### src/design/saturn_ops_pkg.sv
`default_nettype none

package saturn_ops_pkg;

  // operations kept in this core
  typedef enum logic [3:0] {
    OP_ZERO     = 4'd0,
    OP_COPY     = 4'd1,
    OP_EXCH     = 4'd2,
    OP_ADD      = 4'd3,
    OP_DEC      = 4'd4,
    OP_2CMPL    = 4'd5,
    OP_TEST_NEQ = 4'd6,
    OP_CLR_MASK = 4'd7
  } alu_op_t;

  // operand and destination selects
  // A..D share bit 2 low so bits [1:0] index the word registers
  typedef enum logic [2:0] {
    REG_A    = 3'd0,
    REG_B    = 3'd1,
    REG_C    = 3'd2,
    REG_D    = 3'd3,
    REG_P    = 3'd4,
    REG_IMM  = 3'd5,
    REG_ZERO = 3'd6
  } alu_reg_t;

  typedef logic [3:0] nibble_t;
  typedef logic [3:0] nib_idx_t;

  typedef struct packed {
    alu_op_t  op;
    alu_reg_t dest;
    alu_reg_t src1;
    alu_reg_t src2;
    nib_idx_t field_first;
    nib_idx_t field_last;
    nibble_t  imm;
  } alu_cmd_t;

  // one-hot phase strobes plus the nibble being worked on
  typedef struct packed {
    logic     init;
    logic     prep;
    logic     calc;
    logic     save;
    logic     first;
    logic     last;
    nib_idx_t idx;
  } alu_step_t;

endpackage

`default_nettype wire
### src/design/saturn_regs_pkg.sv
`default_nettype none

package saturn_regs_pkg;

  localparam int NIBBLES = 16;
  localparam int WORD_W  = 64;

  // a working register, written nibble by nibble and read as one word
  typedef union packed {
    logic [WORD_W-1:0]                        word;
    saturn_ops_pkg::nibble_t [NIBBLES-1:0]    nib;
  } reg_word_u;

endpackage

`default_nettype wire

### src/design/saturn_alu_top.sv
`timescale 1ns/1ps
`default_nettype none

module saturn_alu_top (
  input  wire                           i_clk,
  input  wire                           i_reset,
  input  wire                           i_start,
  input  wire saturn_ops_pkg::alu_cmd_t  i_cmd,
  input  wire saturn_ops_pkg::alu_reg_t  i_read_sel,
  output saturn_regs_pkg::reg_word_u     o_read_word,
  output logic                          o_carry,
  output saturn_ops_pkg::nibble_t        o_reg_p,
  output logic                          o_busy,
  output logic                          o_done
);

  import saturn_ops_pkg::*;

  alu_cmd_t  cmd;
  alu_step_t step;
  nibble_t   src1_nib;
  nibble_t   src2_nib;
  nibble_t   res1;
  nibble_t   res2;

  alu_sequencer u_sequencer (
    .i_clk   (i_clk),
    .i_reset (i_reset),
    .i_start (i_start),
    .i_cmd   (i_cmd),
    .o_cmd   (cmd),
    .o_step  (step),
    .o_busy  (o_busy),
    .o_done  (o_done)
  );

  alu_register_file u_register_file (
    .i_clk       (i_clk),
    .i_reset     (i_reset),
    .i_cmd       (cmd),
    .i_step      (step),
    .i_res1      (res1),
    .i_res2      (res2),
    .o_src1_nib  (src1_nib),
    .o_src2_nib  (src2_nib),
    .i_read_sel  (i_read_sel),
    .o_read_word (o_read_word),
    .o_reg_p     (o_reg_p)
  );

  alu_nibble_unit u_nibble_unit (
    .i_clk      (i_clk),
    .i_reset    (i_reset),
    .i_cmd      (cmd),
    .i_step     (step),
    .i_src1_nib (src1_nib),
    .i_src2_nib (src2_nib),
    .o_res1     (res1),
    .o_res2     (res2),
    .o_carry    (o_carry)
  );

endmodule

`default_nettype wire

### src/design/alu_nibble_unit.sv
`timescale 1ns/1ps
`default_nettype none

module alu_nibble_unit (
  input  wire                           i_clk,
  input  wire                           i_reset,
  input  wire saturn_ops_pkg::alu_cmd_t  i_cmd,
  input  wire saturn_ops_pkg::alu_step_t i_step,
  input  wire saturn_ops_pkg::nibble_t   i_src1_nib,
  input  wire saturn_ops_pkg::nibble_t   i_src2_nib,
  output saturn_ops_pkg::nibble_t        o_res1,
  output saturn_ops_pkg::nibble_t        o_res2,
  output logic                          o_carry
);

  import saturn_ops_pkg::*;

  logic    chain_c;
  logic    nonzero;
  logic    cin;
  nibble_t calc_r1;
  nibble_t calc_r2;
  logic    calc_c;

  // negation is invert plus one, seeded into the lowest field nibble
  assign cin = i_step.first ? (i_cmd.op == OP_2CMPL) : chain_c;

  always_comb begin
    calc_r1 = i_src1_nib;
    calc_r2 = i_src2_nib;
    calc_c  = 1'b0;
    case (i_cmd.op)
      OP_ZERO: calc_r1 = '0;
      OP_EXCH: begin
        calc_r1 = i_src2_nib;
        calc_r2 = i_src1_nib;
      end
      OP_ADD:
        {calc_c, calc_r1} = {1'b0, i_src1_nib} + {1'b0, i_src2_nib} + 5'(cin);
      OP_DEC:
        {calc_c, calc_r1} = {1'b0, i_src1_nib} + 5'h0F + 5'(cin);
      OP_2CMPL:
        {calc_c, calc_r1} = {1'b0, ~i_src1_nib} + 5'(cin);
      // carry stays set once any nibble differed
      OP_TEST_NEQ: calc_c = (i_src1_nib != i_src2_nib) || cin;
      OP_CLR_MASK: calc_r1 = i_src1_nib & ~i_src2_nib;
      // COPY passes src1 straight through
      default: calc_r1 = i_src1_nib;
    endcase
  end

  always_ff @(posedge i_clk) begin
    if (i_step.calc) begin
      o_res1 <= calc_r1;
      o_res2 <= calc_r2;
    end
  end

  always_ff @(posedge i_clk) begin
    if (i_reset) begin
      chain_c <= 1'b0;
      nonzero <= 1'b0;
      o_carry <= 1'b0;
    end else begin
      if (i_step.calc) begin
        chain_c <= calc_c;
        nonzero <= (i_src1_nib != '0) || (!i_step.first && nonzero);
      end
      if (i_step.save && i_step.last) begin
        case (i_cmd.op)
          OP_ADD, OP_DEC, OP_TEST_NEQ: o_carry <= chain_c;
          // negating a nonzero field borrows
          OP_2CMPL: o_carry <= nonzero;
          default: o_carry <= o_carry;
        endcase
      end
    end
  end

  // every calc comes straight out of a prep, never from the clear sweep
  a_calc_after_prep: assert property (@(posedge i_clk) disable iff (i_reset)
    i_step.calc |-> !i_step.init && $past(i_step.prep));

endmodule

`default_nettype wire

### src/design/alu_register_file.sv
`timescale 1ns/1ps
`default_nettype none

module alu_register_file (
  input  wire                           i_clk,
  input  wire                           i_reset,
  input  wire saturn_ops_pkg::alu_cmd_t  i_cmd,
  input  wire saturn_ops_pkg::alu_step_t i_step,
  input  wire saturn_ops_pkg::nibble_t   i_res1,
  input  wire saturn_ops_pkg::nibble_t   i_res2,
  output saturn_ops_pkg::nibble_t        o_src1_nib,
  output saturn_ops_pkg::nibble_t        o_src2_nib,
  input  wire saturn_ops_pkg::alu_reg_t  i_read_sel,
  output saturn_regs_pkg::reg_word_u     o_read_word,
  output saturn_ops_pkg::nibble_t        o_reg_p
);

  import saturn_ops_pkg::*;
  import saturn_regs_pkg::*;

  // A, B, C, D in select order
  reg_word_u regs [4];
  nibble_t   reg_p;
  logic      wr_main;
  logic      wr_swap;

  function automatic logic is_word_reg(input alu_reg_t sel);
    return (sel == REG_A) || (sel == REG_B) || (sel == REG_C) || (sel == REG_D);
  endfunction

  function automatic nibble_t pick_nibble(input alu_reg_t sel);
    nibble_t nib;
    case (sel)
      REG_A, REG_B, REG_C, REG_D: nib = regs[sel[1:0]].nib[i_step.idx];
      REG_P:                      nib = reg_p;
      REG_IMM:                    nib = i_cmd.imm;
      default:                    nib = '0;
    endcase
    return nib;
  endfunction

  // operand nibbles are sampled once per nibble, at prep
  always_ff @(posedge i_clk) begin
    if (i_step.prep) begin
      o_src1_nib <= pick_nibble(i_cmd.src1);
      o_src2_nib <= pick_nibble(i_cmd.src2);
    end
  end

  // TEST_NEQ only touches CARRY
  assign wr_main = i_step.save && (i_cmd.op != OP_TEST_NEQ);
  // second half of an exchange lands in src2
  assign wr_swap = i_step.save && (i_cmd.op == OP_EXCH);

  always_ff @(posedge i_clk) begin
    if (i_step.init) begin
      for (int r = 0; r < 4; r++) begin
        regs[r].nib[i_step.idx] <= '0;
      end
    end
    if (wr_main && is_word_reg(i_cmd.dest)) begin
      regs[i_cmd.dest[1:0]].nib[i_step.idx] <= i_res1;
    end
    if (wr_swap && is_word_reg(i_cmd.src2)) begin
      regs[i_cmd.src2[1:0]].nib[i_step.idx] <= i_res2;
    end
  end

  always_ff @(posedge i_clk) begin
    if (i_reset) begin
      reg_p <= '0;
    end else begin
      // P is a single nibble, so any field position replaces all of it
      if (wr_main && (i_cmd.dest == REG_P)) begin
        reg_p <= i_res1;
      end
      if (wr_swap && (i_cmd.src2 == REG_P)) begin
        reg_p <= i_res2;
      end
    end
  end

  // nibbles not yet reached by the clear sweep read as zero
  always_comb begin
    o_read_word = '0;
    if (!i_step.init) begin
      case (i_read_sel)
        REG_A, REG_B, REG_C, REG_D: o_read_word = regs[i_read_sel[1:0]];
        REG_P:                      o_read_word.word = WORD_W'(reg_p);
        default:                    o_read_word = '0;
      endcase
    end
  end

  assign o_reg_p = reg_p;

  // the decoder must never hand a command that saves into IMM or ZERO
  a_save_target: assert property (@(posedge i_clk) disable iff (i_reset)
    (wr_main |-> (is_word_reg(i_cmd.dest) || i_cmd.dest == REG_P)) and
    (wr_swap |-> (is_word_reg(i_cmd.src2) || i_cmd.src2 == REG_P)));

endmodule

`default_nettype wire

### src/design/alu_sequencer.sv
`timescale 1ns/1ps
`default_nettype none

module alu_sequencer (
  input  wire                         i_clk,
  input  wire                         i_reset,
  input  wire                         i_start,
  input  wire saturn_ops_pkg::alu_cmd_t i_cmd,
  output saturn_ops_pkg::alu_cmd_t    o_cmd,
  output saturn_ops_pkg::alu_step_t   o_step,
  output logic                        o_busy,
  output logic                        o_done
);

  import saturn_ops_pkg::*;

  alu_cmd_t cmd_q;
  nib_idx_t idx_q;
  logic     init_q;
  logic     prep_q;
  logic     calc_q;
  logic     save_q;
  logic     done_q;
  logic     start_ok;
  logic     at_last;

  assign o_busy   = init_q | prep_q | calc_q | save_q;
  assign start_ok = i_start && !o_busy;
  assign at_last  = (idx_q == cmd_q.field_last);

  // command is held for the whole field
  always_ff @(posedge i_clk) begin
    if (start_ok) begin
      cmd_q <= i_cmd;
    end
  end

  always_ff @(posedge i_clk) begin
    if (i_reset) begin
      init_q <= 1'b1;
      prep_q <= 1'b0;
      calc_q <= 1'b0;
      save_q <= 1'b0;
      done_q <= 1'b0;
      idx_q  <= '0;
    end else begin
      done_q <= 1'b0;
      if (init_q) begin
        // clear sweep walks all 16 nibble positions once
        idx_q <= idx_q + 4'd1;
        if (idx_q == 4'hF) begin
          init_q <= 1'b0;
        end
      end else if (start_ok) begin
        idx_q  <= i_cmd.field_first;
        prep_q <= 1'b1;
      end else if (prep_q) begin
        prep_q <= 1'b0;
        calc_q <= 1'b1;
      end else if (calc_q) begin
        calc_q <= 1'b0;
        save_q <= 1'b1;
      end else if (save_q) begin
        save_q <= 1'b0;
        if (at_last) begin
          done_q <= 1'b1;
        end else begin
          // field wraps 15 -> 0 through the 4-bit index
          idx_q  <= idx_q + 4'd1;
          prep_q <= 1'b1;
        end
      end
    end
  end

  always_comb begin
    o_step.init  = init_q;
    o_step.prep  = prep_q;
    o_step.calc  = calc_q;
    o_step.save  = save_q;
    o_step.first = (idx_q == cmd_q.field_first);
    o_step.last  = at_last;
    o_step.idx   = idx_q;
  end

  assign o_cmd  = cmd_q;
  assign o_done = done_q;

  a_one_phase: assert property (@(posedge i_clk) disable iff (i_reset)
    $onehot0({init_q, prep_q, calc_q, save_q}));

endmodule

`default_nettype wire

### config.mk
export PLATFORM = sky130hd
export DESIGN_NAME = saturn_alu_top
export DESIGN_NICKNAME = d
export VERILOG_FILES = /design/src/design/saturn_ops_pkg.sv /design/src/design/saturn_regs_pkg.sv /design/src/design/saturn_alu_top.sv /design/src/design/alu_nibble_unit.sv /design/src/design/alu_register_file.sv /design/src/design/alu_sequencer.sv
export SDC_FILE = /design/constraint.sdc
export NUM_CORES = 1
export LEC_CHECK = 0
export BUFFER_PORTS_ARGS = -buffer_cell sky130_fd_sc_hd__buf_2
export CAP_MARGIN = 20
export CELL_PAD_IN_SITES_DETAIL_PLACEMENT = 0
export CELL_PAD_IN_SITES_GLOBAL_PLACEMENT = 2
export CORE_ASPECT_RATIO = 1.25
export CORE_MARGIN = 2
export CORE_UTILIZATION = 47
export DETAILED_ROUTE_END_ITERATION = 7
export PLACE_DENSITY_LB_ADDON = 0.15
export SYNTH_ARGS = -nofsm -noshare
export SYNTH_HDL_FRONTEND = slang
export SYNTH_SLANG_ARGS = --single-unit
### constraint.sdc
create_clock -name i_clk -period 6 [get_ports i_clk]
set_input_delay 0 -clock i_clk [delete_from_list [all_inputs] [get_ports i_clk]]
set_output_delay 0 -clock i_clk [all_outputs]
set_load 0.02 [all_outputs]
==> impl_metrics.ini, run 1 <==
[floorplan]
rows = 82
fp.dieH_um = 230
fp.coreArea_um2 = 40200
initial_core_util_pct = 47.7
die_x_um = 185
pin_count = 102
die_area_um2 = 42500

[synthesis]
postSynthAreaPerCell_um2 = 12.3
synthAdderAreaFrac_pct = 1.19
synth_cells = 1564
synth-simple-area-share_pct = 15.6
synth.area.top_cells = edfxtp_1 (46%), mux4_2 (18%), nor2_1 (7.1%), mux2i_1 (4.3%), nor2b_1 (2.3%)
async_flop_share_pct = 0
yosys.area.top_type = edfxtp_1
synth-compound-area-share_pct = 6.20
synth_xor_area_share_pct = 0.502
ys.flop_type = edfxtp_1
yosysUniqueCellTypes = 66
synthMuxAreaShare_pct = 23.8
synth_top_family_by_area = multiplexers
ys_seq_elements = 317
synth_area_um2 = 19200
synth_fp_nets = 1612
synth_edf_count = 297
yosysSeqAreaShare_pct = 48.6
synth_warnings = 0
synth_top_area_share_pct = 46.5

[grt]
grt_max_degree = 89
grt_pass1_wl_um = 94500
grt.total_usage_pct = 31.2
overflow = 0
antenna_found_initial = 1
grt_pass1_vias = 13700

[timing]
setup_violations = 0
hold_violations = 0
finClkSkew_ns = 0.0320
fin_crit_sh_pct = 61.1
grt_setup_unrepaired = false
post-route-min-period_ns = 3.67
fmax_ghz = 0.273
hold_slack_ns = 0.175
worst_pin_slew_ns = 1.27
relSlewSlack_pct = 15.1
fin_setup_tns_ns = 0
slew_violations = 0

[critical_path]
crit_path_end_kind = flip-flop
worstPathArrival_ns = 3.92
cp.required_ns = 6.25
critical_path_class = reg2reg
r2r_setup_slack_ns = 2.33
critPathMaxStageDelay_ns = 0.92
critPathLaunchType = flip-flop
slowest_stage = dfxtp_1
crit_chain = xor2_1 -> nor4_1 -> mux2_2 -> fa_1 -> fa_1 -> xor2_1 -> o21ai_0 -> a22oi_1 -> o221ai_1
cp_max_fo = 16

[place]
dp_hpwl_um = 42700
io_buffers = 101
place_congestion = 0.891

[routing]
drt_iter0_markers = 1639
wl_um = 65700
wl_per_cell_um = 30.1
drc = 0
ant_nets = 0
num_vias = 14000
via_per_inst = 6.42
drt_pass1_iterations = 7

[cells_and_area]
diodes = 0
area_delta_synth_final_pct = 11.2
fin_util_pct = 53.0
register_area_um2 = 9330
multi_input_area_um2 = 9090
final_cell_mix = nor2_1 (361), edfxtp_1 (297), mux4_2 (153), buf_2 (100), nand2_1 (91)
final_common_cell = nor2_1
drive_above_1_share_pct = 23.0
num-fill-cells = 3527
nets = 1657

[clocking]
cts_tree = yes
clk_latency_ns = 0.56
cts_repair_resize_count = 0
root_buffer = clkbuf_16
clk_path_buf_depth = 3
cts_buffers = 37
hold_buffers = 27
cts_sinks = 317
postCtsSetupRepairBufs = 0
cts.reportedPaths.clkPinSlew_ns = 0.06
htreeDepth = 2

[pwr]
combPwrFrac_pct = 6.5
seqPwrFrac_pct = 48.2
p_sw_w = 0.00121
swShare_pct = 23.6
p_per_area_nw_per_um2 = 241
p_clk_share_pct = 45.3
total_power_w = 0.00514
leakage_nw = 7.02
peakVddDrop_mv = 0.296
intPower_w = 0.00393

[worst_hold_path]
hold_path.class = in2reg

[run_status]
outcome = complete, no violations

[flow_run]
cap_violations = 0
==> kinds of logic (layout without fill, tap and decap cells) <==
family / count (synthesis) / in the layout
AO/OA/AOI/OAI: 149 / 149
XOR/XNOR: 11 / 11
adder cells (fa/ha/maj): 17 / 17
buffers and inverters: 158 / 231
flip-flops: 317 / 317
multiplexers: 253 / 253
AND/OR/NAND/NOR: 659 / 659
==> per-stage QoR <==
stage | instance area (um2) | setup WS, ns | instances
2_1_floorplan | 19200 | 3.03 | 1564
3_3_place_gp | 19800 | 2.41 | 2089
3_5_place_dp | 19800 | 2.40 | 2089
4_1_cts | 21300 | 2.38 | 2183
5_1_grt | 21300 | 2.17 | 2183
6_report | 21300 | 2.33 | 2183
==> worst max-delay path, delay by kind of cell, from the launching register on <==
| family | cells | cell delay, ns |
|---|---|---|
| xor+xnor | 2 | 0.32 |
| compound gates | 3 | 0.45 |
| flops | 1 | 0.92 |
| mux | 1 | 0.43 |
| fa+ha+maj | 2 | 0.84 |
| simple gates | 1 | 0.41 |
==> area by class of cell <==
cell class	count	share of cell area (%)
Clock buffer	42	4.43
Timing Repair Buffer	147	4.37
Inverter	17	0.299
Tap cell	546	3.20
Clock inverter	25	1.35
Sequential cell	317	43.7
Multi-Input combinational cell	1089	42.6
==> power groups by stage <==
| stage | Clock (W) | Combinational [W] | Sequential [W] |
|---|---|---|---|
| after floorplan | 0 | 0.000221 | 0.00250 |
| after global placement | 0 | 0.000317 | 0.00252 |
| after detailed placement | 0 | 0.000316 | 0.00252 |
| after CTS | 0.00235 | 0.000331 | 0.00248 |
| after global routing | 0.00243 | 0.000353 | 0.00248 |
| final | 0.00233 | 0.000335 | 0.00248 |
==> metal layers <==
layer	up-vias	GRT usage [%]	share of wire, %
met1	7172	41.9	39
met3	157	4.53	7.7
li1	5983	-	-
met5	-	0	0.034
met4	4	12.9	4.6
met2	700	50.9	49
==> state kept, by name (all words and copies together), names as in the netlist, 4 cells and up, named ones only <==
| register | flops |
|---|---|
| u_sequencer.o_cmd | 25 |
| u_register_file.o_src2_nib | 4 |
| u_sequencer.idx_q | 4 |
| u_nibble_unit.o_res2 | 4 |
| u_register_file.o_reg_p | 4 |
| u_nibble_unit.o_res1 | 4 |
| u_register_file.regs | 256 |
| u_register_file.o_src1_nib | 4 |
==> synth_stat cells, drive strengths merged, types with 18 or more instances <==
library cell  instances
nor2                364
edfxtp              297
mux4                160
nand2                91
mux2i                83
buf                  72
nor2b                71
clkbuf               69
nand3                47
a21oi                45
and3                 20
dfxtp                20
o21ai                18
==> path summary, 6_finish.rpt <==
kind / cells after the start / from / end
worst max-delay path: 9 / u_sequencer.idx_q[3]$_SDFFE_PP0P_ / u_nibble_unit.o_res1[2]$_DFFE_PP_
worst min-delay path: 2 / i_cmd[19] / u_sequencer.o_cmd[19]$_DFFE_PP_
worst max register to register: 9 / u_sequencer.idx_q[3]$_SDFFE_PP0P_ / u_nibble_unit.o_res1[2]$_DFFE_PP_
worst min register to register: 2 / u_nibble_unit.nonzero$_SDFFE_PP0P_ / u_nibble_unit.nonzero$_SDFFE_PP0P_
Note: power is estimated with default switching activity, not from simulation.
==> inputs of run 2 (changes only) <==
- ABC_AREA: default -> 1
- CORE_UTILIZATION: 47 -> 37
- clock period: 6 -> 3.5 ns (I/O delays scaled with it)
==> run 2 against run 1 <==
Critical endpoint unchanged. Hold slack worse by 0.028 ns. Synthesized area is 20% higher. Power is 73% higher.
==> impl_metrics.ini, run 2 <==
[routing]
ant_nets = 0
wl_um = 98700
via_per_inst = 5.80
drc = 0
drt_pass1_iterations = 6
wl_per_cell_um = 24.2
drt_iter0_markers = 2036
num_vias = 23700

[synthesis]
synth_edf_count = 297
yosysMostFrequentCell = nand2_1
synth_warnings = 0
yosysSeqAreaShare_pct = 40.3
synth_fp_nets = 3267
ys_seq_elements = 317
async_flop_share_pct = 0
yosysUniqueCellTypes = 38
netlist_top_cells_count = nand2_1 (685), nand3_1 (647), o21ai_0 (400)
ys.flop_type = edfxtp_1
postSynthAreaPerCell_um2 = 7.18
synth_top_area_share_pct = 38.6
synth_area_um2 = 23100
synth.area.top_cells = edfxtp_1 (39%), nand3_1 (14%), nand2_1 (11%), o21ai_0 (8.7%), inv_1 (4.9%)
yosys.area.top_type = edfxtp_1
synth_cells = 3219

[timing]
worst_pin_slew_ns = 1.12
post-route-min-period_ns = 2.91
finClkSkew_ns = 0.0253
fin_setup_tns_ns = 0
slew_violations = 0
fmax_ghz = 0.343
fin_crit_sh_pct = 83.2
setup_violations = 0
relSlewSlack_pct = 25.0
grt_setup_unrepaired = false
hold_violations = 0
setup_ws_ns = 0.588

[critical_path]
r2r-start = u_sequencer.idx_q[2]$_SDFFE_PP0P_
worstPathArrival_ns = 3.21
critPathLaunchType = flip-flop
reg2regPathDepth = 10
crit_buf_inv = 0
cp.depth = 10
path_delay_family = adder cells
crit_chain = xor2_1 -> nor2_1 -> nand2_1 -> nand2_1 -> nand2_1 -> fa_1 -> fa_1 -> or2_2 -> a32oi_1 -> o2111ai_1
cp.required_ns = 3.79
path_common_cell = nand2_1
critical_path_class = reg2reg
crit_path_end_kind = flip-flop
cp_max_fo = 8
critPathMaxStageDelay_ns = 0.59
slowest_stage = dfxtp_1
cp-startpoint = u_sequencer.idx_q[2]$_SDFFE_PP0P_

[grt]
grt_max_degree = 79
antenna_found_initial = 0
overflow = 0
grt_pass1_wl_um = 145000
grt.total_usage_pct = 30.4
grt_pass1_vias = 22800

[place]
place_ws_ns = 0.582
io_buffers = 101
dp_hpwl_um = 64600
place_congestion = 0.908

[pwr]
p_per_area_nw_per_um2 = 345
swShare_pct = 25.3
leakage_nw = 10.2
seqPwrFrac_pct = 47.5
p_sw_w = 0.00225
intPower_w = 0.00665
combPwrFrac_pct = 8.7
p_clk_share_pct = 43.7
peakVddDrop_mv = 0.344

[clocking]
clk_path_buf_depth = 3
cts_buffers = 37
cts_sinks = 317
htreeDepth = 2
root_buffer = clkbuf_16
cts.reportedPaths.clkPinSlew_ns = 0.06
cts_tree = yes
clk_latency_ns = 0.57
cts_repair_resize_count = 0

[floorplan]
pin_count = 102
rows = 102
die_area_um2 = 64500
die_x_um = 227
fp.dieH_um = 283
fp.coreArea_um2 = 61900
initial_core_util_pct = 37.3

[cells_and_area]
area_delta_synth_final_pct = 11.8
largest_register_ffs = 256
fin_util_pct = 41.7
nets = 3268
num-fill-cells = 6390
drive_above_1_share_pct = 10.2
final_common_cell = nand2_1
final_cell_mix = nand2_1 (685), nand3_1 (647), o21ai_0 (400), edfxtp_1 (297), inv_1 (294)

[run_status]
outcome = complete, no violations

[worst_hold_path]
hold_start = i_cmd[7]
hold_path_depth = 2
hold_path.class = in2reg

[flow_run]
cap_violations = 0
[run 2: changes by cell type after synthesis, sizes merged, moves of 16 or more]
cell and change:
o211ai +91, and3 -20, nand2 +596, a21oi +168, mux2i -83, nor2 -190, clkbuf +79, buf +16
nor2b -71, o21ai +393, nand3 +660, mux4 -160, inv +296
[run 2: layout make-up]
type                       instances  area, um2  share of cell area [%]
antenna                            1       2.50                 0.00969
tap                              832       1040                    4.03
multi-input combinational       2351      11600                    45.0
clock inverter                    22        191                   0.741
timing repair buffer             198       1440                    5.58
clock buffer                      45        998                    3.87
inverter                         315       1190                    4.61
sequential                       317       9330                    36.1
[run 2: cell families (layout without fill, tap and decap cells)]
family | after synthesis | in the layout | synth area share [%]
DFF | 317 | 317 | 40.3
and+or+nand+nor | 1579 | 1579 | 31.5
other | 0 | 1 | 0
buffers and inverters | 551 | 580 | 9.32
adders and majority gates | 17 | 17 | 0.986
xor gates and xnor gates | 11 | 11 | 0.417
AOI/OAI and AO/OA | 744 | 744 | 17.4
[run 2: worst register-to-register path, stage by stage, from the launching register on]
cell       delay [ns]
dfxtp_1          0.59
xor2_1           0.12
nor2_1           0.20
nand2_1          0.10
nand2_1          0.09
nand2_1          0.10
fa_1             0.42
fa_1             0.39
or2_2            0.30
a32oi_1          0.21
o2111ai_1        0.13
[run 2: layer usage]
layer,GRT usage (%),vias up,part of all wire [%]
li1,-,11100,-
met1,39.2,11200,41
met2,50.7,1080,48
met3,3.40,241,6.5
met4,14.1,0,4.8
met5,0,-,0
[run 2: final timing paths]
| check | endpoint | slack (ns) |
|---|---|---|
| max | u_nibble_unit.o_res1[2]$_DFFE_PP_ | 0.59 |
| min | u_sequencer.o_cmd[7]$_DFFE_PP_ | 0.15 |
| max reg2reg | u_nibble_unit.o_res1[2]$_DFFE_PP_ | 0.59 |
| min reg2reg | u_nibble_unit.nonzero$_SDFFE_PP0P_ | 0.48 |
[run 2: stage by stage]
stage | hold WS (ns) | cell area [um2] | cells | total power, W
global placement | 0.179 | 24400 | 3986 | 0.00505
CTS | 0.122 | 25800 | 4080 | 0.00896
finish | 0.147 | 25800 | 4081 | 0.00890
detailed placement | 0.179 | 24400 | 3986 | 0.00506
floorplan | 0.0691 | 23100 | 3219 | 0.00474
global route | 0.139 | 25800 | 4080 | 0.00915
[run 2: power groups by stage]
stage / sequential (W) / clock [W] / combinational [W]
2_1_floorplan: 0.00429 / 0 / 0.000458
3_3_place_gp: 0.00431 / 0 / 0.000742
3_5_place_dp: 0.00431 / 0 / 0.000745
4_1_cts: 0.00423 / 0.00396 / 0.000771
5_1_grt: 0.00423 / 0.00407 / 0.000844
6_report: 0.00423 / 0.00389 / 0.000778
[run 2: timing repair]
action,in CTS,in global routing
hold buffers,27,0
buffers inserted,0,0
setup endpoints to repair,0,0
endpoints found under the hold margin,45,0
